## config.mk

```make
export PLATFORM = sky130hd
export DESIGN_NAME = block_fifo
export DESIGN_NICKNAME = d
export VERILOG_FILES = /design/src/host_pkg.sv /design/src/block_fifo.sv
export SDC_FILE = /design/constraint.sdc
export NUM_CORES = 1
export LEC_CHECK = 0
export BUFFER_PORTS_ARGS = -buffer_cell sky130_fd_sc_hd__buf_2
export CORE_AREA = 2 2 227 452
export CTS_BUF_LIST = sky130_fd_sc_hd__clkbuf_8
export CTS_CLUSTER_SIZE = 30
export DETAILED_ROUTE_END_ITERATION = 6
export DIE_AREA = 0 0 229 454
export MAX_ROUTING_LAYER = met4
export SLEW_MARGIN = 20
export SYNTH_ARGS = -nofsm -noshare
export SYNTH_HDL_FRONTEND = slang
export SYNTH_SLANG_ARGS = --single-unit
```

## constraint.sdc

```tcl
create_clock -name okClk -period 7 [get_ports okClk]
set_input_delay 0.35 -clock okClk [delete_from_list [all_inputs] [get_ports okClk]]
set_output_delay 0.35 -clock okClk [all_outputs]
set_load 0.05 [all_outputs]
```

## src/host_pkg.sv

```systemverilog
package host_pkg;

	// ------------------------------------------------------------------
	// Pipe word and command formats on the host link
	// ------------------------------------------------------------------

	typedef logic [31:0] host_word_t; // One pipe transfer

	// Operation codes in the low bits of a command word
	typedef enum logic [1:0] {
		OP_CONV3 = 2'd0, // 3x3 convolution
		OP_POOL3 = 2'd1, // 3x3 max pooling
		OP_RSVD2 = 2'd2,
		OP_RSVD3 = 2'd3
	} op_e;

	typedef struct packed {
		logic [29:0] unused; // Sent as zero
		op_e         op;
	} host_cmd_t;

	// Operand words that follow each command
	// Halves are packed low half first
	localparam int CONV_OPERAND_WORDS = 10; // 9 pixels, 9 weights, bias
	localparam int POOL_OPERAND_WORDS = 5;  // 9 pixels

	// A result word carries the result pixel sign-extended to 32 bits

endpackage

```

## src/block_fifo.sv

```systemverilog
`timescale 1ns/1ps

module block_fifo import host_pkg::*; #(
	parameter int FIFO_DEPTH = 32,
	parameter int BLOCK_SIZE = 8,
	parameter int HEADROOM   = 4
) (
	input  logic                            okClk,
	input  logic                            arst_n,
	input  logic                            wr_en,
	input  host_word_t                      wr_data,
	input  logic                            rd_en,
	output host_word_t                      rd_data,
	output logic                            empty,
	output logic                            full,
	output logic [$clog2(FIFO_DEPTH+1)-1:0] count,
	output logic                            space_ok,
	output logic                            block_avail
);
	localparam int CNT_W       = $clog2(FIFO_DEPTH + 1);
	localparam int PTR_W       = (FIFO_DEPTH > 1) ? $clog2(FIFO_DEPTH) : 1;
	localparam int SPACE_LIMIT = FIFO_DEPTH - HEADROOM - BLOCK_SIZE; // Room for one more block

	host_word_t       mem [FIFO_DEPTH];
	logic [PTR_W-1:0] wr_ptr;
	logic [PTR_W-1:0] rd_ptr;
	logic             do_wr;
	logic             do_rd;

	assign empty   = (count == '0);
	assign full    = (count == CNT_W'(FIFO_DEPTH));
	assign do_wr   = wr_en && !full;
	assign do_rd   = rd_en && !empty;
	assign rd_data = mem[rd_ptr]; // Head word shows without a read

	always_ff @(posedge okClk) begin
		if (do_wr)
			mem[wr_ptr] <= wr_data;
	end

	always_ff @(posedge okClk or negedge arst_n) begin
		if (!arst_n) begin
			wr_ptr <= '0;
			rd_ptr <= '0;
			count  <= '0;
		end else begin
			if (do_wr)
				wr_ptr <= (wr_ptr == PTR_W'(FIFO_DEPTH - 1)) ? '0 : wr_ptr + 1'b1;
			if (do_rd)
				rd_ptr <= (rd_ptr == PTR_W'(FIFO_DEPTH - 1)) ? '0 : rd_ptr + 1'b1;
			case ({do_wr, do_rd})
				2'b10:   count <= count + 1'b1;
				2'b01:   count <= count - 1'b1;
				default: count <= count; // Both or neither
			endcase
		end
	end

	// ------------------------------------------------------------------
	// Block throttle flags, one cycle behind count
	// ------------------------------------------------------------------
	always_ff @(posedge okClk or negedge arst_n) begin
		if (!arst_n) begin
			space_ok    <= 1'b0;
			block_avail <= 1'b0;
		end else begin
			space_ok    <= (int'(count) <= SPACE_LIMIT);
			block_avail <= (int'(count) >= BLOCK_SIZE); // Full block waiting
		end
	end

	// The writer and the reader sit in other modules
	a_no_overflow: assert property (@(posedge okClk) disable iff (!arst_n)
		!(wr_en && full));

	a_no_underflow: assert property (@(posedge okClk) disable iff (!arst_n)
		!(rd_en && empty));

endmodule

```

==> Word level (Yosys, flattened, before mapping) <==
Memories as Yosys holds them, arrays and structs flattened.
Cells that the tools add are included.
{ "totals": {"reg_bits": 18, "ramBits": 1024, "input_bits": 36, "out_inout_bits": 42, "wordCells": 28, "n_memories": 1} }
{ "memory_table": {"columns": ["memory", "words", "width", "rd", "rd_ports_with_merged_regs", "wr", "line_no", "source"], "rows": [
  ["mem", 32, 32, 1, 0, 1, "block_fifo.sv:24", "host_word_t mem [FIFO_DEPTH];"]
]} }
{ "op_classes": {"add_sub_neg": 4, "n_lt_le_gt_ge": 2, "eq_ne": 5, "muxes": 5, "n_reduce_logical": 6} }
{ "ops": {"columns": ["operator", "n"], "rows": [
  ["one-hot mux 6 bit (2 select lines)", 1],
  ["adder 5 x 1 -> 5 bit (second input constant)", 2],
  ["== test 5 bit (second input constant)", 2],
  ["2-to-1 mux 5 bit", 2],
  ["adder 6 x 1 -> 6 bit (second input constant)", 1],
  ["== test 6 bit (second input constant)", 1],
  [">= comparator 6 x 4 -> 1 bit (second input constant)", 1],
  ["less-or-equal comparator 6 x 5 -> 1 bit (second input constant)", 1],
  ["logical NOT 6 bit", 1],
  ["subtractor 6 x 1 -> 6 bit (second input constant)", 1],
  ["== test 2 x 1 -> 1 bit (second input constant)", 1],
  ["== test 2 bit (second input constant)", 1],
  ["logical AND 1 bit", 2],
  ["logical NOT 1 bit", 2],
  ["2-to-1 mux 1 bit", 2],
  ["nonzero test 2 bit", 1]
]} }

==> Logic depth before layout (Yosys ltp) <==
{ "logic_depth": {"depth_word": 5, "ltp_mapped": 12} }

==> Least setup slack after synthesis <==
Ideal clock, no wire load.
{ "synth_path": {"kind": "register to register", "start": "register count[5]", "end": "register count[5]", "setup_ns": 0.082, "t_arrival_ns": 3.188, "slack_ns": 3.730, "stages_incl_launch_ff": 11, "path_buffers": 1, "period_less_slack_ns": 3.270, "cell_sequence": "dfrtp_1 or3b_2 o21a_1 buf_2 inv_1 ha_1 ha_1 or4b_2 o311ai_0 or3b_2 xor2_1"} }
{ "synth_between": {"elab_chain_len": 5} }
{ "synth_lines": {"columns": ["element", "line_no", "source"], "rows": [
  ["start, declared", "block_fifo.sv:16", "output logic [$clog2(FIFO_DEPTH+1)-1:0] count,"],
  ["start signal, assigned", "block_fifo.sv:52", "2'b10: count <= count + 1'b1;"],
  ["start signal, assigned", "block_fifo.sv:53", "2'b01: count <= count - 1'b1;"],
  ["start signal, assigned", "block_fifo.sv:54", "default: count <= count;"],
  ["parallel branches: the longest is 5 deep, another holds subtractor 6 x 1 -> 6 bit", null, null]
]} }
Parallel ways; which one is timed is not known.
A chain may end at the register's enable or synchronous reset.

==> Final worst setup path <==
{ "layout_path": {"start": "register rd_ptr[1]", "end": "output rd_data[28]"} }
{ "layout_between": {"elab_chain_len": 1} }
{ "layout_lines": {"columns": ["element", "line_no", "source"], "rows": [
  ["start, declared", "block_fifo.sv:26", "logic [PTR_W-1:0] rd_ptr;"],
  ["start signal, assigned", "block_fifo.sv:50", "rd_ptr <= (rd_ptr == PTR_W'(FIFO_DEPTH - 1)) ? '0 : rd_ptr + 1'b1;"],
  ["memory read (32 x 32 bit)", null, null],
  ["end, declared", "block_fifo.sv:13", "output host_word_t rd_data,"]
]} }
No other way between the ends.

==> impl_metrics.py <==
metrics = {
    "layout": {
        "num-nets-final": 2053,
        "nFillCells": 8640,
        "finalNonFillerCells": 3449,
        "multi_input_area_mm2": 0.00832,
        "drive_gt1_frac": 0.260,
        "area_growth_pct": 12.2,
        "utilization": 0.444,
        "final-seq-area_mm2": 0.0312,
    },
    "worst_hold_path": {
        "holdCritPathClass": "primary input to flip-flop",
        "holdPathStages": 1,
        "worstHoldEndpoint": "mem[8][5]",
        "holdCritStartpoint": "wr_data[5]",
    },
    "route": {
        "ant_nets": 0,
        "route.final.wire_length_um": 103000,
        "dr.first_iter.drc_count": 1827,
        "top_signal_layer_used": "met4",
        "met2RoutedLength_um": 56500,
        "drt-vias-per-instance": 5.72,
        "detailroute.wirelength.met3_um": 5610,
        "dr.pass1.iters": 5,
        "drc": 0,
        "route.vias.total": 19700,
        "detail_route.wirelength.met1_um": 37500,
        "detail_route.wl_per_cell_um": 29.8,
    },
    "synthesis": {
        "post-synth-top-area-cell": "sky130_fd_sc_hd__edfxtp_1",
        "synth_xor_xnor_area_share": 0.000878,
        "synth-seq-cells": 1042,
        "seq_area_frac_synth": 0.782,
        "synth_simple_gate_area_share": 0.0108,
        "post_synth_mux_area_share": 0.141,
        "synth_top_area_share": 0.770,
        "yosysWarningCount": 0,
        "synth.lib_cells_used.distinct": 48,
        "synth-edff-count": 1024,
        "synth-main-ff-cell": "sky130_fd_sc_hd__edfxtp_1",
        "syn_nets": 1882,
        "synth_compound_area_frac": 0.0443,
        "synth_top_family_by_area": "multiplexers",
        "commonest_cells_post_synth": "sky130_fd_sc_hd__edfxtp_1, sky130_fd_sc_hd__mux4_2, sky130_fd_sc_hd__mux2i_1",
        "yosys-top-cells-area": "sky130_fd_sc_hd__edfxtp_1, sky130_fd_sc_hd__mux4_2, sky130_fd_sc_hd__mux2i_1",
        "synth_most_common_cell": "sky130_fd_sc_hd__edfxtp_1",
        "adder_cell_fraction_of_synth_area": 0.00426,
        "synth_area_per_cell_um2": 21.8,
        "synthArstFlopShare": 0.0173,
        "syn-instance-count": 1833,
        "post_synth_instance_area_mm2": 0.0399,
    },
    "setup_path": {
        "end_kind": "output port",
        "worstRegToRegCells": 5,
        "timing.setup.critical_path_class": "flip-flop to output port",
        "worst-r2r-setup-slack_ns": 3.62,
        "worstReg2RegEnd": "mem[26][14]",
        "worstReg2RegStart": "count[0]",
        "crit_path_max_fanout": 49,
        "critPathArrivalTime_ns": 4.54,
        "worstSetupStartpointType": "flip-flop",
        "critPathRequiredTime_ns": 6.65,
    },
    "timing": {
        "final.period_utilization": 0.698,
        "period_needed_ns": 4.89,
        "timing.clock.skew_ns": 0.0204,
        "final_hold_viol_count": 0,
        "slew_violations": 0,
        "maximum_frequency_from_static_timing_analysis_mhz": 205,
        "worst_rel_slew_slack": 0.226,
        "worst_pin_slew_ns": 1.16,
        "final.setup.tns_ns": 0,
        "unrepaired_setup_endpoints_after_global_routing": "no",
        "report.final.setup_viol": 0,
    },
    "run": {
        "drv.max_cap_violation_count": 0,
    },
    "clock_network": {
        "clk_path_buf_depth": 3,
        "root_buffer": "sky130_fd_sc_hd__clkbuf_8",
        "clock_tree_from_tritoncts": "built",
        "clock_sink_count": 1042,
        "cts_inserted_buffers": 141,
        "cts-htree-levels": 4,
        "clkLatencyLatePin_ns": 0.80,
        "clkTransAtPathRegs_ns": 0.07,
    },
    "placed_design": {
        "dp_hpwl_um": 52200,
        "gpl.final_weighted_congestion": 0.753,
        "port-buffer-count": 77,
        "placed_cells": 3188,
    },
    "power": {
        "power.density_cell_area_mw_per_mm2": 387,
        "ir_worst_vdd_uv": 397,
        "power.static_leakage_nw": 14.2,
    },
    "global_route": {
        "globalRouteOverflowTotal": 0,
        "via_count_of_the_first_global_routing_pass": 20900,
        "global_route_wire_length_before_repair_um": 147000,
        "antenna_found_initial": 4,
        "groute.usage.overall": 0.205,
        "grt_max_degree": 110,
    },
    "die": {
        "die_h_um": 454,
        "initial_utilization": 0.396,
        "dieArea_mm2": 0.104,
        "design.portCount": 78,
        "floorplan.core_area_mm2": 0.101,
        "core.rowCount": 165,
        "die_width_um": 229,
    },
    "outcome": {
        "result_of_the_run": "finished, final reports clean",
    },
}
metrics by stage:
stage	area, µm²	setup slack (ns)	hold WS (ns)	power (mW)
after floorplan	39900	3.73	0.0544	11.4
after global placement	42000	2.97	0.308	13.0
after detailed placement	42000	2.93	0.321	13.1
after CTS	44800	2.05	0.000644	17.5
after global routing	44800	1.96	0.0486	18.0
final	44800	2.11	0.0643	17.3
cells by family (layout without fill, tap and decap cells):
| kind of cell | count (synthesis) | count (layout) |
|---|---|---|
| mux | 322 | 322 |
| buf+inv | 115 | 393 |
| flops | 1042 | 1042 |
| other cells | 0 | 2 |
| xor+xnor | 4 | 4 |
| fa+ha+maj | 13 | 13 |
| compound gates | 249 | 249 |
| simple gates | 88 | 88 |
per-layer routing:
| layer | vias to the layer above | GRT usage |
|---|---|---|
| met3 | 199 | 0.0296 |
| met2 | 776 | 0.369 |
| met5 | - | - |
| li1 | 8123 | - |
| met1 | 10600 | 0.232 |
| met4 | 0 | 0.0736 |
worst max-delay path, cell delays in order (launching register included):
cell                       delay (ns)
sky130_fd_sc_hd__dfrtp_4         0.76
sky130_fd_sc_hd__buf_4           0.79
sky130_fd_sc_hd__nand3b_1        0.20
sky130_fd_sc_hd__buf_4           0.60
sky130_fd_sc_hd__buf_4           0.48
sky130_fd_sc_hd__o221ai_1        0.16
sky130_fd_sc_hd__a21oi_1         0.20
sky130_fd_sc_hd__a22oi_1         0.17
sky130_fd_sc_hd__buf_2           0.25
repair_timing:
| action | 4_1_cts | 5_1_grt |
|---|---|---|
| buffers inserted | 0 | 0 |
| hold buffers | 9 | 0 |
| gates resized for setup | 0 | 0 |
| hold endpoints to repair | 83 | 0 |
state kept, by name, indices dropped and copies added, names as in the netlist:
name	cells
block_avail	1
count	6
mem	1024
rd_ptr	5
space_ok	1
wr_ptr	5
cell usage in the layout, fill, tap and decap left out, types with 3 or more instances in the layout:
cell / instances
sky130_fd_sc_hd__mux2i_1: 127
sky130_fd_sc_hd__o21ai_0: 13
sky130_fd_sc_hd__ha_1: 12
sky130_fd_sc_hd__buf_4: 46
sky130_fd_sc_hd__nand2_1: 16
sky130_fd_sc_hd__o221ai_1: 62
sky130_fd_sc_hd__mux4_2: 193
sky130_fd_sc_hd__dfrtp_1: 14
sky130_fd_sc_hd__a21oi_1: 65
sky130_fd_sc_hd__dfrtp_4: 3
sky130_fd_sc_hd__nand3b_1: 4
sky130_fd_sc_hd__dlygate4sd3_1: 9
sky130_fd_sc_hd__a22oi_1: 93
sky130_fd_sc_hd__edfxtp_1: 1024
sky130_fd_sc_hd__nand2b_1: 3
sky130_fd_sc_hd__clkinv_1: 29
sky130_fd_sc_hd__clkinv_2: 10
sky130_fd_sc_hd__xor2_1: 3
sky130_fd_sc_hd__clkbuf_8: 145
sky130_fd_sc_hd__or3_1: 4
sky130_fd_sc_hd__bufinv_16: 7
sky130_fd_sc_hd__buf_2: 77
sky130_fd_sc_hd__nor2_4: 33
sky130_fd_sc_hd__inv_6: 6
sky130_fd_sc_hd__or3b_2: 5
sky130_fd_sc_hd__nor2_1: 6
sky130_fd_sc_hd__inv_1: 53
sky130_fd_sc_hd__nand3_1: 3
sky130_fd_sc_hd__clkinvlp_4: 4
power breakdown:
group | internal (mW) | switching (mW)
Combinational | 1.81 | 3.52
Sequential | 7.25 | 0.278
Clock | 2.20 | 2.28
worst max path at each step:
| stage | start | to | slack [ns] |
|---|---|---|---|
| detailed placement | rd_ptr[1] | rd_data[29] | 2.93 |
| CTS | rd_ptr[1] | rd_data[29] | 2.05 |
| floorplan | count[5] | count[5] | 3.73 |
| global route | rd_ptr[1] | rd_data[28] | 1.96 |
| global placement | rd_ptr[1] | rd_data[4] | 2.97 |
| finish | rd_ptr[1] | rd_data[28] | 2.11 |
layout make-up:
type,instances,share of cell area
antenna,2,0.000112
tap,1336,0.0373
multi-input combinational,676,0.186
clock buffer,145,0.0446
clock inverter,105,0.0148
timing repair buffer,134,0.0192
inverter,9,0.000755
sequential,1042,0.697
No activity file was read; power rests on OpenSTA's default activity.
