==> config.mk <==
export PLATFORM = sky130hd
export DESIGN_NAME = pool_3x3
export DESIGN_NICKNAME = d
export VERILOG_FILES = /design/src/cnn_pkg.sv /design/src/pool_3x3.sv
export SDC_FILE = /design/constraint.sdc
export NUM_CORES = 1
export LEC_CHECK = 0
export ABC_CLOCK_PERIOD_IN_PS = 6160
export CORE_MARGIN = 2
export CORE_UTILIZATION = 40
export CTS_BUF_LIST = sky130_fd_sc_hd__clkbuf_2 sky130_fd_sc_hd__clkbuf_4 sky130_fd_sc_hd__clkbuf_8
export DETAILED_ROUTE_END_ITERATION = 6
export DONT_BUFFER_PORTS = 1
export GPL_TIMING_DRIVEN = 0
export PLACE_DENSITY = 0.56
export SLEW_MARGIN = 10
export SYNTH_ARGS = -nofsm -noshare
export SYNTH_HDL_FRONTEND = slang
export SYNTH_SLANG_ARGS = --single-unit
==> constraint.sdc <==
create_clock -name okClk -period 6.16 [get_ports okClk]
set_clock_uncertainty 0.1 [all_clocks]
set_input_delay 0.924 -clock okClk [delete_from_list [all_inputs] [get_ports okClk]]
set_output_delay 0.924 -clock okClk [all_outputs]
set_load 0.02 [all_outputs]
==> src/cnn_pkg.sv <==
package cnn_pkg;

	// ------------------------------------------------------------------
	// Fixed-point data types of the neural cores
	// ------------------------------------------------------------------

	// Q8.8 format
	localparam int PIX_FRAC = 8; // Fraction bits

	// Signed pixel, weight or bias value
	typedef logic signed [15:0] pix_t;

	// 3x3 window in row order
	// Index 0 is the top left pixel
	typedef pix_t [0:8] window_t;

	// One convolution job
	typedef struct packed {
		window_t win;  // Input pixels
		window_t wgt;  // Kernel weights
		pix_t    bias; // Added before the final shift
	} conv_job_t;    // 304 bits

	// Pool jobs carry a bare window_t

endpackage

==> src/pool_3x3.sv <==
`timescale 1ns/1ps

module pool_3x3 import cnn_pkg::*; (
	input  logic    okClk,
	input  logic    arst_n,
	input  logic    job_valid,
	input  window_t win,
	output logic    job_ready,
	output logic    res_valid,
	output pix_t    res,
	input  logic    res_ready
);
	logic adv;
	logic v1;
	pix_t grp_q [3]; // Row maxima

	function automatic pix_t max3(pix_t a, pix_t b, pix_t c);
		pix_t m;
		m = (a > b) ? a : b;
		return (m > c) ? m : c;
	endfunction

	assign adv       = !res_valid || res_ready; // Same stall rule as conv
	assign job_ready = adv;

	// ------------------------------------------------------------------
	// Two compare stages
	// ------------------------------------------------------------------
	always_ff @(posedge okClk) begin
		if (adv) begin
			for (int g = 0; g < 3; g++)
				grp_q[g] <= max3(win[3*g], win[3*g+1], win[3*g+2]);
			res <= max3(grp_q[0], grp_q[1], grp_q[2]);
		end
	end

	always_ff @(posedge okClk or negedge arst_n) begin
		if (!arst_n) begin
			v1        <= 1'b0;
			res_valid <= 1'b0;
		end else if (adv) begin
			v1        <= job_valid;
			res_valid <= v1;
		end
	end

	a_res_hold: assert property (@(posedge okClk) disable iff (!arst_n)
		(res_valid && !res_ready) |=> (res_valid && $stable(res)));

endmodule

Word-level counts from Yosys, hierarchy flattened
Memories as Yosys holds them, arrays and structs flattened.
Cells that the tools add are included.
- register bits: 18
- bits in writable memories: 48
- input port bits: 148
- output and inout bits: 18
- word-level logic and storage cells: 24
- memories kept: 1
- $lt $le $gt $ge: 8
- multiplexer cells: 10
- reduce and logical (&&, ||, !) cells: 2
- memory list (memory ; words ; width ; rd ports ; clocked after memory_dff ; wr ports ; RTL line ; source):
    grp_q ; 3 ; 16 ; 3 ; 0 ; 3 ; pool_3x3.sv:15 ; pix_t grp_q [3];
- operators with widths (cell ; count):
    $gt A16 B16 Y1 ; 8
    $mux W16 ; 8
    $mux W1 ; 2
    $logic_not A1 Y1 ; 1
    $logic_or A1 B1 Y1 ; 1

Logic depth before layout (Yosys ltp)
Gate-level depths: netlist of the first run.
- word-level depth: 4
- mapped depth: 19
- depth with buffers taken out: 17

Least setup slack after synthesis of the first run
No wires, ideal clock.
- path type: input-to-reg
- start point: in win[23] (netlist bit)
- end point: mem grp_q[0][38] (netlist bit), data pin
- setup time: 0.260 ns
- data arrival time: 4.678 ns
- data required time: 5.800 ns
- path slack: 1.123 ns
- cell stages on the path: 17
- path buffers: 2
- path through: inv_1 > ha_1 > and3_4 > a221o_1 > nand3_1 > nand4_2 > mux2i_4 > buf_12 > mux2_4 > ha_1 > and4_1 > nand2_1 > a2111oi_0 > nor2_1 > a31oi_2 > buf_4 > mux2_2
- RTL lines (element ; RTL line ; source):
    start, declared ; pool_3x3.sv:7 ; input window_t win,
    end, declared ; pool_3x3.sv:15 ;

==> metrics.txt, run 1 <==
status=finished, final reports clean; clk buf depth=2; max-slew violation count=0; Initial Util=40.4%; Synth Cell Area=7510 sq um; CP Buf/Inv Count=3; Yosys Warn Count=0; CP Cell Sequence=inv_1, ha_1, nand4_1, nor2_1, nand2_1, a21o_1, a31oi_2, buf_2, mux2_2, ha_1, a21o_1, a21oi_1, nor2b_1, o22ai_1, a31oi_1, mux2i_2, buf_2, mux2_2; CP Launch Type=primary input; Crit path arrival time=5.16 ns; IO Count=166; Final WS setup=0.990 ns; CTS tree=built; Worst-Skew Late Latency=0.35 ns; n_diodes=0; root buf cell=clkbuf_8; mean post-synth cell area=9.20 sq um; crit-path max cell delay=0.51 ns; pre-CTS WS=0.554 ns; Resize count post-CTS=0; max cap viols=0; final antenna-violating net count=0; Power, Total=2480 uW; multi-input logic area=4850 sq um; Worst EP required=6.15 ns; Hold Path Class=in2async; unrepaired setup endpoints after global routing=no; initial antenna violation count=0; # setup viols final=0; FF+latch count, synth=66; vias in the first global route=5578; distinct cell type count after synthesis=63; Final period util=83.9%; Max VDD drop=129 uV; final setup TNS=0 ns; routed wire length=17.3 mm; number of synthesized flops with an enable pin=64; Post-Layout Cell Count=1067; HPWL after DPL=14.8 mm; cts hold-fix bufs=0; Vias=5710; power per cell area=307 nW/um^2; FF-to-FF Start=grp_q[0][15]; GR Overflow Total=0; Placed Area=7830 sq um; Critical Path Slowest Stage Cell=mux2i_2; core region area=18600 sq um; DRC viols=0; Clock Sinks=66; overall die height=141 um; Slew HR=56.1%; Die Area=19900 sq um; cell area after layout=8070 sq um; ys flop type=edfxtp_1; Layout Nets=1104; crit path kind=in2reg; port bufs=0; post-synthesis sequential area ratio=26.3%; ranking of synthesized cells by area=edfxtp_1 26%, ha_1 21%, inv_1 7.5%; Detailed Route Iter0 Violations=279; post-CTS setup repair buffer count=0; clock transition at the registers of the reported paths=0.07 ns; routed len/inst=16.2 um; CP Max Fanout=10; TritonCTS buffer count=9; syn_nets=1092; num rows=50; Final Hold Vio Count=0; largest net degree at the start of global routing=36; die span in x=141 um; GPL Wtd Cong=0.868; Area Overhead vs Synth=7.53%; Synth Instances=816; LEAKAGE=0.00407 uW; CTS H-tree lvls=3; filler cell count=1834; placed cells=1051; Worst Tran Pin Value=0.658 ns; post-synth top area share=25.6%; share of post-route cells with drive strength above 1=12.7%; GRT Overall Usage=17.3%; CP endpoint kind=flip-flop; DR pass1 iterations=5; Reg area=1970 sq um; Fmax=193 MHz; ys async rst share=3.03%; CP Launch Point=win[126]; Final Critical Period=5.17 ns; first-pass GRT wire length=27.5 mm; vias per cell=5.35; Worst path top cell family by delay=multiplexers; Yosys top cell by area=edfxtp_1
## layout make-up
type,count,share of cell area (%)
well taps,234,3.63
plain buffers,21,1.55
clock inverters,6,1.41
flip-flops and latches,66,24.4
clock buffers,10,1.63
multi-input cells,579,60.1
inverters,150,6.97
repair buffers,1,0.248
## final timing paths
| check | to | slack (ns) | cells past startpoint |
|---|---|---|---|
| worst max-delay path | grp_q[0][8] | 0.99 | 18 |
| max in group asynchronous | v1 | 5.73 | 0 |
| worst min-delay path | res_valid | 0.16 | 0 |
| worst min register to register | res_valid | 0.36 | 1 |
| min in group okClk | res_valid | 0.36 | 1 |
| worst max register to register | res[10] | 1.06 | 18 |
## layout by cell type, fill, tap and decap left out, drive strengths merged, types with 13 or more instances in the layout
cell / synthesis / layout
a21o: 17 / 17
edfxtp: 64 / 64
mux2: 61 / 61
mux2i: 39 / 39
o21a: 18 / 18
a21oi: 38 / 38
nor2: 40 / 40
ha: 128 / 128
nand3: 19 / 19
clkbuf: 9 / 19
a31oi: 20 / 20
o21ai: 19 / 19
inv: 150 / 151
nand2: 79 / 79
nand4: 21 / 21
a222oi: 16 / 16
buf: 12 / 13
a22oi: 16 / 16
## cell families after synthesis
logic type               share of synthesized area [%]
AO/OA/AOI/OAI                                     15.6
adder cells (fa/ha/maj)                           21.3
buffers and inverters                             9.17
flip-flops                                        26.3
multiplexers                                      15.5
AND/OR/NAND/NOR                                   12.1
## synthesized netlist by cell type (all sizes together) (19+ instances only)
cell type,n
nor2,40
nand4,21
nand3,19
mux2i,39
a21oi,38
ha,128
o21ai,19
a31oi,20
mux2,61
edfxtp,64
nand2,79
inv,150
## report_power, final
part / total [uW] / switching [uW] / leakage [uW] / internal, uW
Sequential: 838 / 146 / 0.000664 / 693
Combinational: 1200 / 659 / 0.00329 / 544
Clock: 439 / 164 / 0.000117 / 275
Total: 2480 / 969 / 0.00407 / 1510
## per-stage QoR
step	hold WS (ns)	utilization (%)
after detailed placement	0.348	42.1
after CTS	0.139	43.4
after global routing	0.142	43.4
after global placement	0.339	42.0
final	0.165	43.4
after floorplan	0.330	-
## state kept, by name, indices dropped and copies added, names as in the netlist
| signal | count |
|---|---|
| grp_q | 48 |
| res_valid | 1 |
| v1 | 1 |
| res | 16 |
## layer usage
| layer | routed length, um | vias to the layer above | track usage [%] |
|---|---|---|---|
| met4 | 317 | 0 | 5.42 |
| met1 | 8060 | 2539 | 23.2 |
| met5 | 0 | - | 0 |
| met2 | 7600 | 176 | 27.5 |
| li1 | - | 2980 | - |
| met3 | 1340 | 15 | 4.52 |
## worst reg2reg max path: stages (launching register included)
cell and delay (ns):
edfxtp_1 0.44, ha_1 0.39, nand4_2 0.18, nor4_2 0.42, nand2_2 0.23, clkbuf_1 0.30, nand2_1 0.14, mux2i_1 0.07
a222oi_1 0.45, inv_1 0.09, ha_1 0.30, a211o_1 0.29, a21oi_1 0.13, nor2_1 0.05, a211oi_1 0.23, mux2i_1 0.13
a21oi_2 0.38, buf_4 0.31, mux2i_1 0.29
No activity file was read; power rests on OpenSTA's default activity.
==> run 2, diff against run 1 <==
- ABC_AREA: unset -> 1
- ABC_CLOCK_PERIOD_IN_PS: 6160 -> 5300
- clock period: 6.16 -> 5.3 ns (I/O delays scaled with it)
==> run 2 against run 1 <==
Compared with the run above:
- final cell count grew 34%
- synthesized cell count grew 41%
- highest routed layer unchanged
- utilization grew 0.13 points
- largest power group unchanged
- worst hold slack lost 0.12 ns
- sequential share of layout area shrank 1.2 points
- critical path type unchanged
- die area grew 5.5%
- cell area grew 5.1%
- global-route usage is essentially flat
- via count grew 18%
- clock power shrank 10%
- synthesized area grew 5.7%
==> metrics.txt, run 2 <==
die span in x=145 um (+2.7%); Synth Instances=1149 (+41%); Synth Area in Simple Gates=36.8% (+25 points); syn_nets=1425 (+30%); Worst-Skew Late Latency=0.35 ns (about the same); clock transition at the registers of the reported paths=0.06 ns (about the same); overall die height=145 um (+2.7%); Final Hold Vio Count=0 (unchanged); Vias=6729 (+18%); Worst Tran Pin Value=0.418 ns (-0.240 ns); placed cells=1415 (+35%); n_diodes=0 (unchanged); Sw Share=47.1% (+8.0 points); core region area=19500 sq um (+4.7%); clk buf depth=2 (unchanged); first-pass GRT wire length=29.2 mm (+6.3%); number of synthesized flops with an enable pin=64 (unchanged); Largest Register=grp_q; IO Count=166 (unchanged); Area Overhead vs Synth=6.92%; LEAKAGE=0.00483 uW (+19%); clock network fraction of design power=10.8% (-6.9 points); largest family of logic cells by synthesized area=simple AND/OR/NAND/NOR gates; Logic pwr share=59.6% (+11 points); CTS H-tree lvls=3 (unchanged); post-CTS setup repair buffer count=0 (unchanged); Reg area=1970 sq um (unchanged); Final period util=80.1%; max-slew violation count=0 (unchanged); max cap viols=0 (unchanged); Slew HR=72.1% (+16 points); GRT Overall Usage=17.4% (+0.034 points); GPL Wtd Cong=0.831 (-4.3%); mux cell area share after synthesis=0% (-15 points); internal cell power=1920 uW (+27%); commonest non-fill, non-tap cell in the layout=nand2_1; CP Launch Type=primary input; Die Area=21000 sq um (+5.5%); share of post-route cells with drive strength above 1=5.84% (-6.9 points); Max VDD drop=243 uV (+88%); Final Critical Period=4.25 ns; max FFs per register=48 (unchanged); Post-Synth XOR/XNOR Area=0% (unchanged); DR pass1 iterations=4 (-1); # setup viols final=0 (unchanged); cell area after layout=8480 sq um (+5.1%); mean post-synth cell area=6.90 sq um (-25%); final setup TNS=0 ns (unchanged); most common cell in the synthesized netlist=nand2_1; unrepaired setup endpoints after global routing=no; CTS tree=built; routed wire length=17.7 mm (+2.2%); Detailed Route Iter0 Violations=255 (-8.6%); Synth Cell Area=7930 sq um (+5.7%); root buf cell=clkbuf_8; final antenna-violating net count=0 (unchanged); GR Overflow Total=0 (unchanged); Post-Synth Adder-Cell Area=20.2% (-1.1 points); status=finished, final reports clean; largest net degree at the start of global routing=65 (+81%); Crit path arrival time=4.25 ns (-0.91 ns); crit path kind=in2reg; cts hold-fix bufs=0 (unchanged); multi-input logic area=4880 sq um (+0.62%); post-synthesis sequential area ratio=24.9% (-1.4 points); CP endpoint kind=flip-flop; ys async rst share=3.03% (unchanged); ranking of synthesized cells by area=edfxtp_1 24%, ha_1 20%, nand2_1 16%; Hold Path Class=in2async; HPWL after DPL=15.5 mm (+4.6%); distinct cell type count after synthesis=32 (-49%); Synth Area in Compound Gates=4.45% (-11 points); flop-to-flop setup slack=1.29 ns (+0.23 ns); Yosys top cell by area=edfxtp_1; Initial Util=40.8% (+0.35 points); vias in the first global route=6506 (+17%); ys flop type=edfxtp_1; Clock Sinks=66 (unchanged); initial antenna violation count=0 (unchanged); Switch Pwr=1710 uW (+77%); post-synth top area share=24.2% (-1.4 points); Layout Nets=1437 (+30%); top flop regs=grp_q (48), res (16); DRC viols=0 (unchanged); filler cell count=2089 (+14%); Worst EP required=5.30 ns (-0.85 ns); FF+latch count, synth=66 (unchanged); Fmax=236 MHz; Post-synth top cells=342 x nand2_1, 244 x inv_1, 128 x ha_1; Resize count post-CTS=0 (unchanged); Post-Layout Cell Count=1430 (+34%); num rows=51 (+2.0%); Placed Area=8300 sq um (+6.0%); vias per cell=4.71 (-12%); sequential share of power=29.6% (-4.2 points); TritonCTS buffer count=9 (unchanged); power per cell area=428 nW/um^2 (+39%); port bufs=0 (unchanged); CP Max Fanout=10 (unchanged); Yosys Warn Count=0 (unchanged); Fin Hold WS=0.0407 ns (-0.124 ns); routed len/inst=12.4 um (-24%); most frequent cells in the layout=341 x nand2_1, 244 x inv_1, 128 x ha_1
[run 2: power groups by stage]
stage / registers [uW] / logic [uW] / clock network (uW)
4_1_cts: 1080 / 2200 / 410
3_5_place_dp: 1090 / 2180 / 0
6_report: 1080 / 2160 / 394
5_1_grt: 1100 / 2570 / 432
2_1_floorplan: 1050 / 1690 / 0
3_3_place_gp: 1100 / 2150 / 0
[run 2: through the flow]
step                      setup slack, ns  total power, uW  util [%]
after floorplan                      1.41             2740         -
after global routing                0.699             4110      43.6
after global placement              0.805             3250      42.5
final                                1.05             3630      43.6
after CTS                            1.08             3690      43.6
after detailed placement            0.719             3280      42.6
[run 2: metal layers]
metal  GRT usage [%]  vias up  routed length (um)
li1                -     3712                   -
met1            22.3     2895                8280
met2            30.0      107                8350
met3            4.08       15                 911
met4            3.22        0                 163
met5               0        -                   0
[run 2: critical path, stage by stage]
cell and delay [ns]:
inv_1 0.03, ha_1 0.29, nand2_1 0.09, nor3_1 0.35
nand3_1 0.36, nand3_2 0.25, buf_4 0.19, nand2_1 0.07
and2_1 0.14, ha_1 0.26, inv_1 0.04, o21bai_1 0.12
nand2_1 0.06, nand2_1 0.06, nand2_1 0.05, nand2_1 0.06
nand2_1 0.07, nand3_1 0.07, nand2_1 0.06, nor2_2 0.30
inv_2 0.15, buf_2 0.22, nand2_1 0.08, nand2_1 0.06
[run 2: area by class of cell]
cell class | count | share of cell area (%)
inverter | 248 | 11.0
sequential | 66 | 23.2
clock buffer | 9 | 1.46
clock inverter | 6 | 0.693
tap | 265 | 3.91
timing repair buffer | 1 | 0.325
multi-input combinational | 811 | 57.6
buffer | 24 | 1.80
[run 2: path summary, 6_finish.rpt]
kind | start | cells after the start | end
min in group okClk | v1 | 2 | res_valid
setup / recovery | win[127] | 24 | grp_q[0][10]
max in group asynchronous | arst_n | 0 | v1
hold reg to reg | v1 | 2 | res_valid
setup reg to reg | grp_q[0][15] | 23 | res[6]
hold / removal | arst_n | 0 | v1
[run 2: cells by family (layout without fill, tap and decap cells)]
logic type                 after synthesis  count (layout)
buffers and inverters                  272             288
AOI/OAI and AO/OA                       64              64
DFF                                     66              66
and+or+nand+nor                        619             619
adders and majority gates              128             128
