File: src/host_pkg.sv
package host_pkg;

	// ------------------------------------------------------------------
	// Pipe word and command formats on the host link
	// ------------------------------------------------------------------

	typedef logic [31:0] host_word_t; // One pipe transfer

	// Operation codes in the low bits of a command word
	typedef enum logic [1:0] {
		OP_CONV3 = 2'd0, // 3x3 convolution
		OP_POOL3 = 2'd1, // 3x3 max pooling
		OP_RSVD2 = 2'd2,
		OP_RSVD3 = 2'd3
	} op_e;

	typedef struct packed {
		logic [29:0] unused; // Sent as zero
		op_e         op;
	} host_cmd_t;

	// Operand words that follow each command
	// Halves are packed low half first
	localparam int CONV_OPERAND_WORDS = 10; // 9 pixels, 9 weights, bias
	localparam int POOL_OPERAND_WORDS = 5;  // 9 pixels

	// A result word carries the result pixel sign-extended to 32 bits

endpackage

File: src/cnn_pkg.sv
package cnn_pkg;

	// ------------------------------------------------------------------
	// Fixed-point data types of the neural cores
	// ------------------------------------------------------------------

	// Q8.8 format
	localparam int PIX_FRAC = 8; // Fraction bits

	// Signed pixel, weight or bias value
	typedef logic signed [15:0] pix_t;

	// 3x3 window in row order
	// Index 0 is the top left pixel
	typedef pix_t [0:8] window_t;

	// One convolution job
	typedef struct packed {
		window_t win;  // Input pixels
		window_t wgt;  // Kernel weights
		pix_t    bias; // Added before the final shift
	} conv_job_t;    // 304 bits

	// Pool jobs carry a bare window_t

endpackage

File: src/op_sequencer.sv
`timescale 1ns/1ps

module op_sequencer import host_pkg::*, cnn_pkg::*; (
	input  logic       okClk,
	input  logic       arst_n,
	input  host_word_t in_data,
	input  logic       in_empty,
	output logic       in_rd,
	output logic       conv_valid,
	output conv_job_t  conv_job,
	input  logic       conv_ready,
	output logic       pool_valid,
	output window_t    pool_win,
	input  logic       pool_ready,
	input  logic       conv_res_valid,
	input  pix_t       conv_res,
	input  logic       pool_res_valid,
	input  pix_t       pool_res,
	output logic       res_ready,
	input  logic       out_full,
	output logic       out_wr,
	output host_word_t out_data
);
	localparam int BUF_W     = CONV_OPERAND_WORDS * 32;
	localparam int POOL_BASE = (CONV_OPERAND_WORDS - POOL_OPERAND_WORDS) * 32;
	localparam int CNT_W     = $clog2(CONV_OPERAND_WORDS + 1);

	typedef enum logic [2:0] {
		ST_IDLE,     // Wait for a command word
		ST_CMD,      // Pop and decode it
		ST_GATHER,   // Pop operand words
		ST_DISPATCH, // Offer the job to a core
		ST_COLLECT   // Wait for the result
	} state_e;

	state_e           state;
	op_e              cur_op;
	host_cmd_t        cmd;
	logic [CNT_W-1:0] words_left;
	logic [BUF_W-1:0] opbuf;
	logic             job_taken;
	logic             res_valid_sel;
	pix_t             res_sel;

	assign cmd   = host_cmd_t'(in_data);
	assign in_rd = ((state == ST_CMD) || (state == ST_GATHER)) && !in_empty;

	assign conv_valid = (state == ST_DISPATCH) && (cur_op == OP_CONV3);
	assign pool_valid = (state == ST_DISPATCH) && (cur_op == OP_POOL3);
	assign job_taken  = (conv_valid && conv_ready) || (pool_valid && pool_ready);

	// Only the dispatched core can answer
	assign res_sel       = (cur_op == OP_POOL3) ? pool_res : conv_res;
	assign res_valid_sel = (cur_op == OP_POOL3) ? pool_res_valid : conv_res_valid;
	assign res_ready     = (state == ST_COLLECT) && !out_full;
	assign out_wr        = res_ready && res_valid_sel;
	assign out_data      = {{16{res_sel[15]}}, res_sel};

	// ------------------------------------------------------------------
	// Command FSM
	// ------------------------------------------------------------------
	always_ff @(posedge okClk or negedge arst_n) begin
		if (!arst_n) begin
			state      <= ST_IDLE;
			cur_op     <= OP_CONV3;
			words_left <= '0;
		end else begin
			case (state)
				ST_IDLE: begin
					if (!in_empty)
						state <= ST_CMD;
				end
				ST_CMD: begin
					if (in_rd) begin
						cur_op <= cmd.op;
						case (cmd.op)
							OP_CONV3: begin
								words_left <= CNT_W'(CONV_OPERAND_WORDS);
								state      <= ST_GATHER;
							end
							OP_POOL3: begin
								words_left <= CNT_W'(POOL_OPERAND_WORDS);
								state      <= ST_GATHER;
							end
							default: state <= ST_IDLE; // Reserved, dropped
						endcase
					end
				end
				ST_GATHER: begin
					if (in_rd) begin
						words_left <= words_left - 1'b1;
						if (words_left == CNT_W'(1))
							state <= ST_DISPATCH;
					end
				end
				ST_DISPATCH: begin
					if (job_taken)
						state <= ST_COLLECT;
				end
				ST_COLLECT: begin
					if (out_wr)
						state <= ST_IDLE;
				end
				default: state <= ST_IDLE;
			endcase
		end
	end

	// Operand words shift in from the top
	// A pool job ends up in the upper half of the buffer
	always_ff @(posedge okClk) begin
		if ((state == ST_GATHER) && in_rd)
			opbuf <= {in_data, opbuf[BUF_W-1:32]};
	end

	always_comb begin
		for (int i = 0; i < 9; i++) begin
			conv_job.win[i] = opbuf[16*i +: 16];
			conv_job.wgt[i] = opbuf[16*(9+i) +: 16];
			pool_win[i]     = opbuf[POOL_BASE + 16*i +: 16];
		end
		conv_job.bias = opbuf[16*18 +: 16];
	end

	a_one_job: assert property (@(posedge okClk) disable iff (!arst_n)
		!(conv_valid && pool_valid));

	// No core produces a result it was not given
	a_res_source: assert property (@(posedge okClk) disable iff (!arst_n)
		(conv_res_valid || pool_res_valid) |-> (state == ST_COLLECT));

endmodule

File: config.mk
export PLATFORM = sky130hd
export DESIGN_NAME = op_sequencer
export DESIGN_NICKNAME = d
export VERILOG_FILES = /design/src/host_pkg.sv /design/src/cnn_pkg.sv /design/src/op_sequencer.sv
export SDC_FILE = /design/constraint.sdc
export NUM_CORES = 1
export LEC_CHECK = 0
export BUFFER_PORTS_ARGS = -buffer_cell sky130_fd_sc_hd__buf_2
export CORE_AREA = 3 3 216 218
export CTS_CLUSTER_DIAMETER = 120
export DETAILED_ROUTE_END_ITERATION = 8
export DIE_AREA = 0 0 219 221
export PLACE_DENSITY_LB_ADDON = 0.25
export SLEW_MARGIN = 0
export SYNTH_ARGS = -nofsm -noshare
export SYNTH_HDL_FRONTEND = slang
export SYNTH_SLANG_ARGS = --single-unit
File: constraint.sdc
create_clock -name okClk -period 48.1 [get_ports okClk]
set_clock_uncertainty 0.2 [all_clocks]
set_input_delay 4.81 -clock okClk [delete_from_list [all_inputs] [get_ports okClk]]
set_output_delay 4.81 -clock okClk [all_outputs]
set_load 0.05 [all_outputs]
# ---- Word level (Yosys, flattened, before mapping)
# Index checks and enable logic that the tools add are counted.
dict set report op_classes {
  addsub 1
  n_eq_ne 14
  mux 14
  n_reduce_logical 20
}
# operator n
set ops {}
lappend ops {{$mux W3} 6}
lappend ops {{$mux W16} 1}
lappend ops {{$pmux W4 S2} 2}
lappend ops {{$pmux W3 S5} 1}
lappend ops {{$ne A2 B2 Y1 const B} 5}
lappend ops {{$logic_and A1 B1 Y1} 8}
lappend ops {{$mux W4} 2}
lappend ops {{$eq A3 B2 Y1 const B} 2}
lappend ops {{$reduce_and A6 Y1} 1}
lappend ops {{$eq A2 B1 Y1 const B} 2}
lappend ops {{$eq A4 B1 Y1 const B} 1}
lappend ops {{$logic_not A2 Y1} 2}
lappend ops {{$reduce_and A4 Y1} 1}
lappend ops {{$sub A4 B1 Y4 const B} 1}
lappend ops {{$eq A3 B1 Y1 const B} 1}
lappend ops {{$eq A3 B3 Y1 const B} 1}
lappend ops {{$logic_not A3 Y1} 1}
lappend ops {{$ne A3 B1 Y1 const B} 1}
lappend ops {{$logic_not A1 Y1} 2}
lappend ops {{$logic_or A1 B1 Y1} 2}
lappend ops {{$mux W2} 1}
lappend ops {{$ne A2 B1 Y1 const B} 1}
lappend ops {{$reduce_and A2 Y1} 1}
lappend ops {{$reduce_bool A2 Y1} 1}
lappend ops {{2 further kinds} 2}
dict set report word_totals {
  regBits 329
  wordCells 53
}

# ---- Depth between registers and ports, before layout
# Gate-level depths: netlist of run 1.
dict set report depth {
  word_depth 6
  mapped_depth 5
  mapped_depth_nobuf 5
}

# ---- Worst setup path after synthesis of run 1
# No wires, ideal clock.
dict set report synth_timing {
  kind {input -> register}
  from {input port in_empty}
  to {register opbuf[0] (enable)}
  t_arrival_ns 18.980
  t_required_ns 46.847
  path_slack_ns 27.867
  stages 1
  path_buffers 0
  cell_sequence {nor2b_1}
}
dict set report synth_via {
  elab_chain_len 3
}
# element line
set synth_lines {}
lappend synth_lines {{start, declared} op_sequencer.sv:7} ;# input logic in_empty,
lappend synth_lines {{$logic_not A1 Y1} --}
lappend synth_lines {{$logic_and A1 B1 Y1} op_sequencer.sv:46} ;# assign in_rd = ((state == ST_CMD) || (state == ST_GATHER)) && !in_empty;
lappend synth_lines {{$logic_and A1 B1 Y1} op_sequencer.sv:112} ;# if ((state == ST_GATHER) && in_rd)
lappend synth_lines {{end signal, assigned} op_sequencer.sv:113} ;# opbuf <= {in_data, opbuf[BUF_W-1:32]};
lappend synth_lines {{end, declared} op_sequencer.sv:40} ;# logic [BUF_W-1:0] opbuf;
# No other way between the ends.
# A chain may end at the register's enable or synchronous reset.

# ---- Final worst setup path of run 1
dict set report layout_timing {
  from {input port pool_res[15]}
  to {output port out_data[17]}
}
dict set report layout_via {
  elab_chain_len 1
}
# element line
set layout_lines {}
lappend layout_lines {{start, declared} op_sequencer.sv:18} ;# input pix_t pool_res,
lappend layout_lines {{$mux W16} op_sequencer.sv:53} ;# assign res_sel = (cur_op == OP_POOL3) ? pool_res : conv_res;
lappend layout_lines {{end, declared} op_sequencer.sv:22} ;# output host_word_t out_data
# No other way between the ends.

==> results of run 1 <==
-- metrics by stage --
stage,util,hold WS (ns)
2_1_floorplan,-,0.200
3_3_place_gp,0.309,0.200
3_5_place_dp,0.309,0.205
4_1_cts,0.335,0.215
5_1_grt,0.335,0.222
6_report,0.335,0.215
-- power groups by stage --
stage	logic (mW)	registers, mW	clock network, mW
global route	0.307	0.404	0.296
CTS	0.299	0.399	0.284
finish	0.296	0.398	0.274
floorplan	0.301	0.417	0
global placement	0.299	0.403	0
detailed placement	0.299	0.405	0
-- cell usage after synthesis (2+ instances only) --
library cell	n
a21oi_1	4
a31oi_1	3
buf_2	2
buf_4	465
dfrtp_1	9
edfxtp_1	320
ha_1	2
inv_1	6
mux2_2	18
mux2i_1	2
nand2b_1	2
nor2_1	4
nor2b_1	2
nor3_1	5
nor3b_1	3
o22ai_1	2
-- final timing paths --
check	from	endpoint	slack (ns)
hold reg to reg	opbuf[308]$_DFFE_PP_	opbuf[276]$_DFFE_PP_	0.21
setup reg to reg	state[0]$_DFFE_PN0P_	opbuf[152]$_DFFE_PP_	44.25
hold / removal	opbuf[308]$_DFFE_PP_	opbuf[276]$_DFFE_PP_	0.21
setup / recovery	pool_res[15]	out_data[17]	37.57
max in group asynchronous	arst_n	words_left[3]$_DFFE_PN0P_	43.56
min in group asynchronous	arst_n	words_left[1]$_DFFE_PN0P_	3.94
-- registers in the layout (all words and copies together), names as in the netlist --
name and count:
opbuf 320, words_left 4, cur_op 2, state 3
-- metal layers --
layer | track usage | up-vias
li1 | - | 2810
met1 | 0.128 | 3079
met2 | 0.190 | 305
met3 | 0.0302 | 41
met4 | 0.0339 | 2
met5 | 0 | -
-- worst max-delay path, cell delays in order --
cell and delay, ns:
buf_2 0.10, mux2_2 0.36, buf_2 0.25
-- final cells by class --
class	instances	area [sq um]
Inverter	6	22.5
Fill cell	4433	30000
Clock inverter	20	218
Sequential cell	329	9830
Antenna cell	1	2.50
Clock buffer	44	952
Tap cell	600	751
Multi-Input combinational cell	62	518
Timing Repair Buffer	560	2830
-- logic make-up after synthesis --
family,after synthesis
buffers and inverters,474
flip-flops,329
AND/OR/NAND/NOR,23
multiplexers,20
AO/OA/AOI/OAI,17
adder cells (fa/ha/maj),2
==> flow_summary.toml, run 1 <==
[yosys]
synthCells = 865
ys_warn_count = 0
synth_simple_gate_area_frac = 0.0100
synth.top_cell.area_share = 0.693
synth_xor_area_frac = 0
synth_nets = 939
synth_area_leader_cell = "edfxtp_1"
avgSynthCellArea_sq_um = 16.0
synth_seq_cells = 329
synth_compound_area_frac = 0.00893
synth_top_family_by_area = "buffers and inverters"
synthArstFlopShare = 0.0274
synth_edf_count = 320
ys_seq_area_frac = 0.709
synth_area_leaders = "edfxtp_1 69%, buf_4 25%, dfrtp_1 1.6%"
synth.area.mux_share = 0.0161
synth_ff_type = "edfxtp_1"
ys_types = 32
synth_area_sq_um = 13900
synth_adder_area_share = 0.00180

[job]
maxCapViolCount = 0

[setup_path]
cp_max_fo = 17
worstRegToRegCells = 4
cp_data_arrival_time_ns = 5.52
start_kind = "primary input"
cp-end-kind = "output pin"
worstSetupPathType = "in -> out"
cp.required_ns = 43.09

[die]
dieArea_sq_um = 48400
die_w_microns = 219
core_area_sq_um = 45100
initial_utilization = 0.308
die_h_microns = 221
ios = 557
fp-row-count = 78

[placement]
dpl_cell_area_sq_um = 14000
portBuffers = 556
dp_cells = 1557
gp_congestion = 0.763
post-dp-hpwl_mm = 20.2
place_worst_setup_slack_ns = 37.56

[sta]
setup_viol = 0
slew_violations = 0
clock.fmax_ghz = 0.0949
period_share = 0.219
setup_tns_ns = 0
max-slew-margin-rel = 0.290
setup_slack_ns = 37.57
final_hold_viol_count = 0
rsz0062_at_grt = "false"
tightestPinTransition_ns = 1.07
fin_crit_ns = 10.53

[cts]
cts-hold-fix-buffers = 0
root_buffer = "clkbuf_16"
cts_tree = "built"
clock_path_buffers = 3
post_cts_buffers = 0
cts_resized = 0
clk_pin_slew_ns = 0.05
clock-sinks = 329
cts_made_buffers = 36
insertion_delay_ns = 0.52
htreeDepth = 2

[power_and_ir_drop]
seqPwrFrac = 0.411
p_int_mw = 0.590
p_per_area_nw_per_um2 = 64.0
leakage_nw = 6.00
p_sw_frac = 0.390
p_switching_mw = 0.378
power_frac_comb = 0.306
clockPowerShare = 0.283
power_mw = 0.968
ir_drop_mv = 0.0310

[grt]
grt_antenna_before_repair = 2
grt_max_degree = 158
grt_overflow = 0
grt_pass1_wl_mm = 39.5
grt_pass1_vias = 5963
grtUsageTotal = 0.108

[route]
wl_met2_mm = 14.3
drt-met1-wl_mm = 10.7
firstDrtPassIters = 4
drtIter0Drc = 381
dr.max_layer_used = "met5"
routed_via_density = 3.85
routed-wl-met3_mm = 2.13
wl_mm = 27.8
ant_nets = 0
wl_per_cell_microns = 17.1
via_count = 6237
drc = 0

[final_layout]
layout_common_cells = "556 x buf_2, 320 x edfxtp_1, 37 x clkbuf_16, 18 x mux2_2, 11 x clkinv_1"
nets = 1069
layout-drive-gt1-share = 0.616
final_cell_count_no_fill = 1622
syn2layout_area_growth_pct = 9.02
final_area_sq_um = 15100
final_common_cell = "buf_2"

[worst_hold_path]
hold_path_depth = 0
min_path_type = "reg -> reg"

[run_status]
status = "finished, final reports clean"
Note: power is estimated with default switching activity, not from simulation.
==> run 2: changes to the inputs <==
Settings changed: ABC_AREA from default to 1, CORE_AREA 3 3 216 218 to 3 3 217 219, DIE_AREA 0 0 219 221 to 0 0 220 222.
Clock period 48.1 ns to 9.4 ns, I/O delays scaled along.
==> run 2 against run 1 <==
Against the previous run:
- cell count increased by 2.4%
- global-route usage increased by 0.18 points
- highest routed layer is now met4
- non-clock buffer count decreased by 1
- synthesized cell count increased by 4.0%
- synthesized area increased by 0.74%
- first-iteration DRC count decreased by 3.9%
- count of clock-buffer cells in the layout decreased by 1
- total power increased to 6.2 times the previous value
- wire length increased by 3.2%
- worst hold slack got worse by 0.15 ns
- critical path depth increased by 2
- utilization increased by 0.074 points
==> flow_summary.toml, run 2 <==
[run_status]
status = "finished, final reports clean"

[cts]
root_buffer = "clkbuf_16"
cts_tree = "built"
clock_path_buffers = 3
insertion_delay_ns = 0.53
clk_pin_slew_ns = 0.07
cts_made_buffers = 37
post_cts_buffers = 0
cts-hold-fix-buffers = 0
clock-sinks = 329
htreeDepth = 2
cts_resized = 0

[setup_path]
crit_buf_inv = 2
worstRegToRegCells = 5
regToRegStartpoint = "state[0]$_DFFE_PN0P_"
crit_top_cell = "buf_4"
cpMaxStageDelayCell = "buf_4"
reg2reg_setup_slack_ns = 5.86
cp_data_arrival_time_ns = 3.49
cp_top_family = "buffers and inverters"
path_cells = "nor2_2 -> nand2_2 -> nor2_4 -> buf_4 -> buf_4"
worstSetupPathType = "reg -> reg"
start_kind = "register"
cp.required_ns = 9.35
cp-end-kind = "register"
r2r-end = "opbuf[216]$_DFFE_PP_"
cp_max_fo = 71
slowest_delay_ns = 0.80

[yosys]
synthCells = 900
synth_area_leader_cell = "edfxtp_1"
synth_ff_type = "edfxtp_1"
synth.most_common_cell = "buf_4"
synth.top_cell.area_share = 0.688
synthArstFlopShare = 0.0274
synth_nets = 974
synth_area_leaders = "edfxtp_1 69%, buf_4 25%, dfrtp_1 1.6%"
synth_edf_count = 320
ys_warn_count = 0
ys_types = 22
synth_seq_cells = 329
avgSynthCellArea_sq_um = 15.5
ys_seq_area_frac = 0.704
synthTopCellsByCount = "464 x buf_4, 320 x edfxtp_1, 25 x nand2_1"
synth_area_sq_um = 14000

[power_and_ir_drop]
p_sw_frac = 0.452
p_int_mw = 3.27
clockPowerShare = 0.230
p_per_area_nw_per_um2 = 392
ir_drop_mv = 0.215
p_switching_mw = 2.70
seqPwrFrac = 0.386
power_frac_comb = 0.384
power_mw = 5.96
leakage_nw = 6.22

[grt]
grt_overflow = 0
grt_max_degree = 172
grt_antenna_before_repair = 1
grt_pass1_vias = 6198
grtUsageTotal = 0.110
grt_pass1_wl_mm = 40.2

[final_layout]
nets = 1107
fin_util = 0.336
final_cell_count_no_fill = 1661
n_fill_cell = 4387
layout-drive-gt1-share = 0.606
seq_area_sq_um = 9830
top_register = "opbuf"
largestRegisters = "opbuf x320, words_left x4, state x3"
largest_reg_flops = 320
layout_common_cells = "556 x buf_2, 320 x edfxtp_1, 37 x clkbuf_16, 25 x nand2_1, 21 x inv_1"
multi_input_area_sq_um = 571
final_common_cell = "buf_2"
syn2layout_area_growth_pct = 8.93

[die]
dieArea_sq_um = 48800
core_area_sq_um = 45300
initial_utilization = 0.309
die_h_microns = 222
ios = 557
die_w_microns = 220
fp-row-count = 78

[route]
wl_per_cell_microns = 17.2
ant_nets = 0
routed_via_density = 3.80
firstDrtPassIters = 4
via_count = 6309
wl_mm = 28.6
drc = 0
drtIter0Drc = 366

[placement]
dp_cells = 1594
portBuffers = 556
place_worst_setup_slack_ns = 5.47
post-dp-hpwl_mm = 20.9
gp_congestion = 0.767

[sta]
tightestPinTransition_ns = 1.13
slew_violations = 0
period_share = 0.377
clock.fmax_ghz = 0.282
final_hold_viol_count = 0
setup_viol = 0
setup_slack_ns = 5.86
setup_tns_ns = 0
rsz0062_at_grt = "false"
max-slew-margin-rel = 0.249
fin_crit_ns = 3.54

[worst_hold_path]
min_path_type = "in -> async"

[job]
maxCapViolCount = 0
run 2: cell types whose count changed in the layout (fill, tap and decap cells not counted), sizes merged, moves of 4 or more:
cell	previous run	this run
nand2	1	32
nand3	1	7
inv	6	24
o21ai	0	8
nor3b	4	0
nor2	4	13
run 2: area by class of cell:
cell class                      count  area share
Sequential cell                   329       0.646
Timing Repair Buffer              559       0.185
Inverter                           22     0.00542
Tap cell                          600      0.0493
Antenna cell                        1    0.000164
Clock inverter                     23      0.0141
Multi-Input combinational cell     84      0.0375
Clock buffer                       43      0.0623
run 2: metal layers:
layer  vias up  GRT usage  part of all wire
met4         0     0.0361             0.021
met3        39     0.0291             0.070
met2       299      0.191              0.51
met1      3090      0.132              0.40
met5         -          0                 0
li1       2881          -                 -
run 2: metrics by stage:
step	hold slack (ns)	cell area, sq um
after detailed placement	0.205	14100
after global placement	0.201	14100
after global routing	0.0335	15200
final	0.0615	15200
after CTS	0.0273	15200
after floorplan	0.200	14000
run 2: worst max path at each step:
| stage | start | endpoint | slack [ns] | cells after the start |
|---|---|---|---|---|
| global placement | in_empty | opbuf[319]$_DFFE_PP_ | 5.56 | 4 |
| finish | state[0]$_DFFE_PN0P_ | opbuf[216]$_DFFE_PP_ | 5.86 | 5 |
| detailed placement | in_empty | opbuf[245]$_DFFE_PP_ | 5.47 | 4 |
| global route | state[0]$_DFFE_PN0P_ | opbuf[253]$_DFFE_PP_ | 5.65 | 5 |
| floorplan | in_empty | opbuf[0]$_DFFE_PP_ | 3.12 | 1 |
| CTS | state[0]$_DFFE_PN0P_ | opbuf[245]$_DFFE_PP_ | 5.83 | 5 |
run 2: power by group through the flow:
stage | Clock, mW | Combinational (mW) | Sequential (mW)
finish | 1.37 | 2.29 | 2.30
global route | 1.50 | 2.37 | 2.34
CTS | 1.43 | 2.31 | 2.31
detailed placement | 0 | 2.31 | 2.34
global placement | 0 | 2.31 | 2.33
floorplan | 0 | 2.34 | 2.29
run 2: cell families after synthesis:
family,Yosys count,synth area share
DFF,329,0.704
adders and majority gates,2,0.00179
buffers and inverters,487,0.256
AOI/OAI and AO/OA,10,0.00412
muxes,16,0.0153
and+or+nand+nor,55,0.0184
xor gates and xnor gates,1,0.000627
==> run 3: changes to the inputs <==
Clock period 9.4 ns to 3.1 ns, I/O delays scaled along.
==> run 3 against run 2 <==
Against the previous run:
- global-route usage up 0.25 points
- setup slack lost 5.3 ns
- flip-flop and latch count did not move
- worst hold slack better by 0.039 ns
- utilization increased by 0.91 points
- sequential power rose to 3.0 times the previous value
- critical path depth decreased by 2
- wire length up 1.9%
- critical path type is now reg -> out
- highest routed layer unchanged
==> flow_summary.toml, run 3 (same netlist as run 2, synthesis figures left out) <==
[run_status]
status = "finished, final reports clean"

[setup_path]
regToRegStartpoint = "state[0]$_DFFE_PN0P_"
cp_max_fo = 18
critical_path.startpoint = "cur_op[0]$_DFFE_PN0P_"
worstRegToRegCells = 5
cp_data_arrival_time_ns = 1.98
worstSetupPathType = "reg -> out"
cp-end-kind = "output pin"
cp.required_ns = 2.59
start_kind = "register"

[die]
die_h_microns = 222
core_area_sq_um = 45300
ios = 557
initial_utilization = 0.309
die_w_microns = 220
dieArea_sq_um = 48800
fp-row-count = 78

[final_layout]
n_fill_cell = 4387
final_cell_count_no_fill = 1698
layout-drive-gt1-share = 0.589
nets = 1148
final_area_sq_um = 15600
multi_input_area_sq_um = 571
seq_area_sq_um = 9830
layout_common_cells = "556 x buf_2, 320 x edfxtp_1, 38 x dlygate4sd3_1, 36 x clkbuf_16, 25 x nand2_1"
syn2layout_area_growth_pct = 11.9
top_register = "opbuf"
largest_reg_flops = 320
final_common_cell = "buf_2"
largestRegisters = "opbuf x320, words_left x4, state x3"

[sta]
tightestPinTransition_ns = 0.462
slew_violations = 0
max-slew-margin-rel = 0.691
setup_viol = 0
rsz0062_at_grt = "false"
period_share = 0.804
clock.fmax_ghz = 0.401
final_hold_viol_count = 0
fin_crit_ns = 2.49
setup_tns_ns = 0

[route]
wl_per_cell_microns = 17.2
drc = 0
firstDrtPassIters = 4
routed_via_density = 3.82
drtIter0Drc = 360
wl_mm = 29.2
via_count = 6484
ant_nets = 0

[placement]
gp_congestion = 0.876
dp_cells = 1598
portBuffers = 556
dpl_cell_area_sq_um = 14100
post-dp-hpwl_mm = 21.5

[power_and_ir_drop]
p_sw_frac = 0.451
power_frac_comb = 0.390
p_switching_mw = 8.16
p_int_mw = 9.92
ir_drop_mv = 0.679
p_per_area_nw_per_um2 = 1160
leakage_nw = 6.40
clockPowerShare = 0.225
power_mw = 18.1
seqPwrFrac = 0.385

[grt]
grt_antenna_before_repair = 0
grt_overflow = 0
grt_max_degree = 70
grtUsageTotal = 0.112
grt_pass1_vias = 6374
grt_pass1_wl_mm = 41.0

[cts]
clock_path_buffers = 3
cts_resized = 0
insertion_delay_ns = 0.53
clk_pin_slew_ns = 0.06
root_buffer = "clkbuf_16"
clock-sinks = 329
cts_tree = "built"
htreeDepth = 2
cts_made_buffers = 36

[worst_hold_path]
hold_path_depth = 5
min_path_type = "in -> reg"
min_from = "pool_ready"

[job]
maxCapViolCount = 0
==> run 3: changes by cell type in the layout (fill, tap and decap cells not counted), sizes merged <==
cell         delta
clkinvlp        -2
dlygate4sd3    +38
buf             +4
clkbuf          -1
clkinv          -2
==> run 3: per-stage QoR <==
stage | setup WS (ns) | hold slack [ns] | util
2_1_floorplan | -2.95 | -0.186 | -
3_3_place_gp | 0.937 | -0.0151 | 0.312
3_5_place_dp | 0.884 | -0.0159 | 0.312
4_1_cts | 0.542 | 0.0568 | 0.345
5_1_grt | 0.491 | 0.103 | 0.345
6_report | 0.606 | 0.100 | 0.345
==> run 3: layout make-up <==
type / instances / share of cell area
Antenna cell: 1 / 0.000160
Multi-Input combinational cell: 84 / 0.0365
Inverter: 22 / 0.00528
Tap cell: 600 / 0.0480
Sequential cell: 329 / 0.629
Clock inverter: 19 / 0.0123
Clock buffer: 42 / 0.0591
Timing Repair Buffer: 601 / 0.210
==> run 3: repair_timing <==
| action | in CTS | in global routing |
|---|---|---|
| hold buffers | 38 | 0 |
| hold endpoints to repair | 45 | 0 |
| buffers inserted | 0 | 0 |
==> run 3: worst max-delay path, cell delays in order (launching register included) <==
cell	delay [ns]
dfrtp_1	0.45
nand2_4	0.27
mux2_2	0.48
buf_2	0.25
==> run 3: per-layer routing <==
metal | up-vias | share of wire | track usage
met2 | 308 | 0.52 | 0.197
met3 | 39 | 0.069 | 0.0266
met1 | 3176 | 0.39 | 0.132
met4 | 0 | 0.024 | 0.0453
li1 | 2961 | - | -
met5 | - | 0 | 0
==> run 3: power groups by stage <==
stage	Clock, mW	Sequential [mW]	Combinational (mW)
CTS	4.25	7.00	7.12
finish	4.06	6.97	7.05
global route	4.42	7.09	7.31
global placement	0	7.05	7.08
detailed placement	0	7.08	7.07
floorplan	0	6.94	7.10
==> run 3: final timing paths <==
kind / to / slack [ns]
max: out_data[25] / 0.61
min: state[0]$_DFFE_PN0P_ / 0.10
max reg2reg: opbuf[147]$_DFFE_PP_ / 0.90
min reg2reg: opbuf[287]$_DFFE_PP_ / 0.22
max in group asynchronous: cur_op[1]$_DFFE_PN0P_ / 1.76
min in group asynchronous: words_left[2]$_DFFE_PN0P_ / 0.63
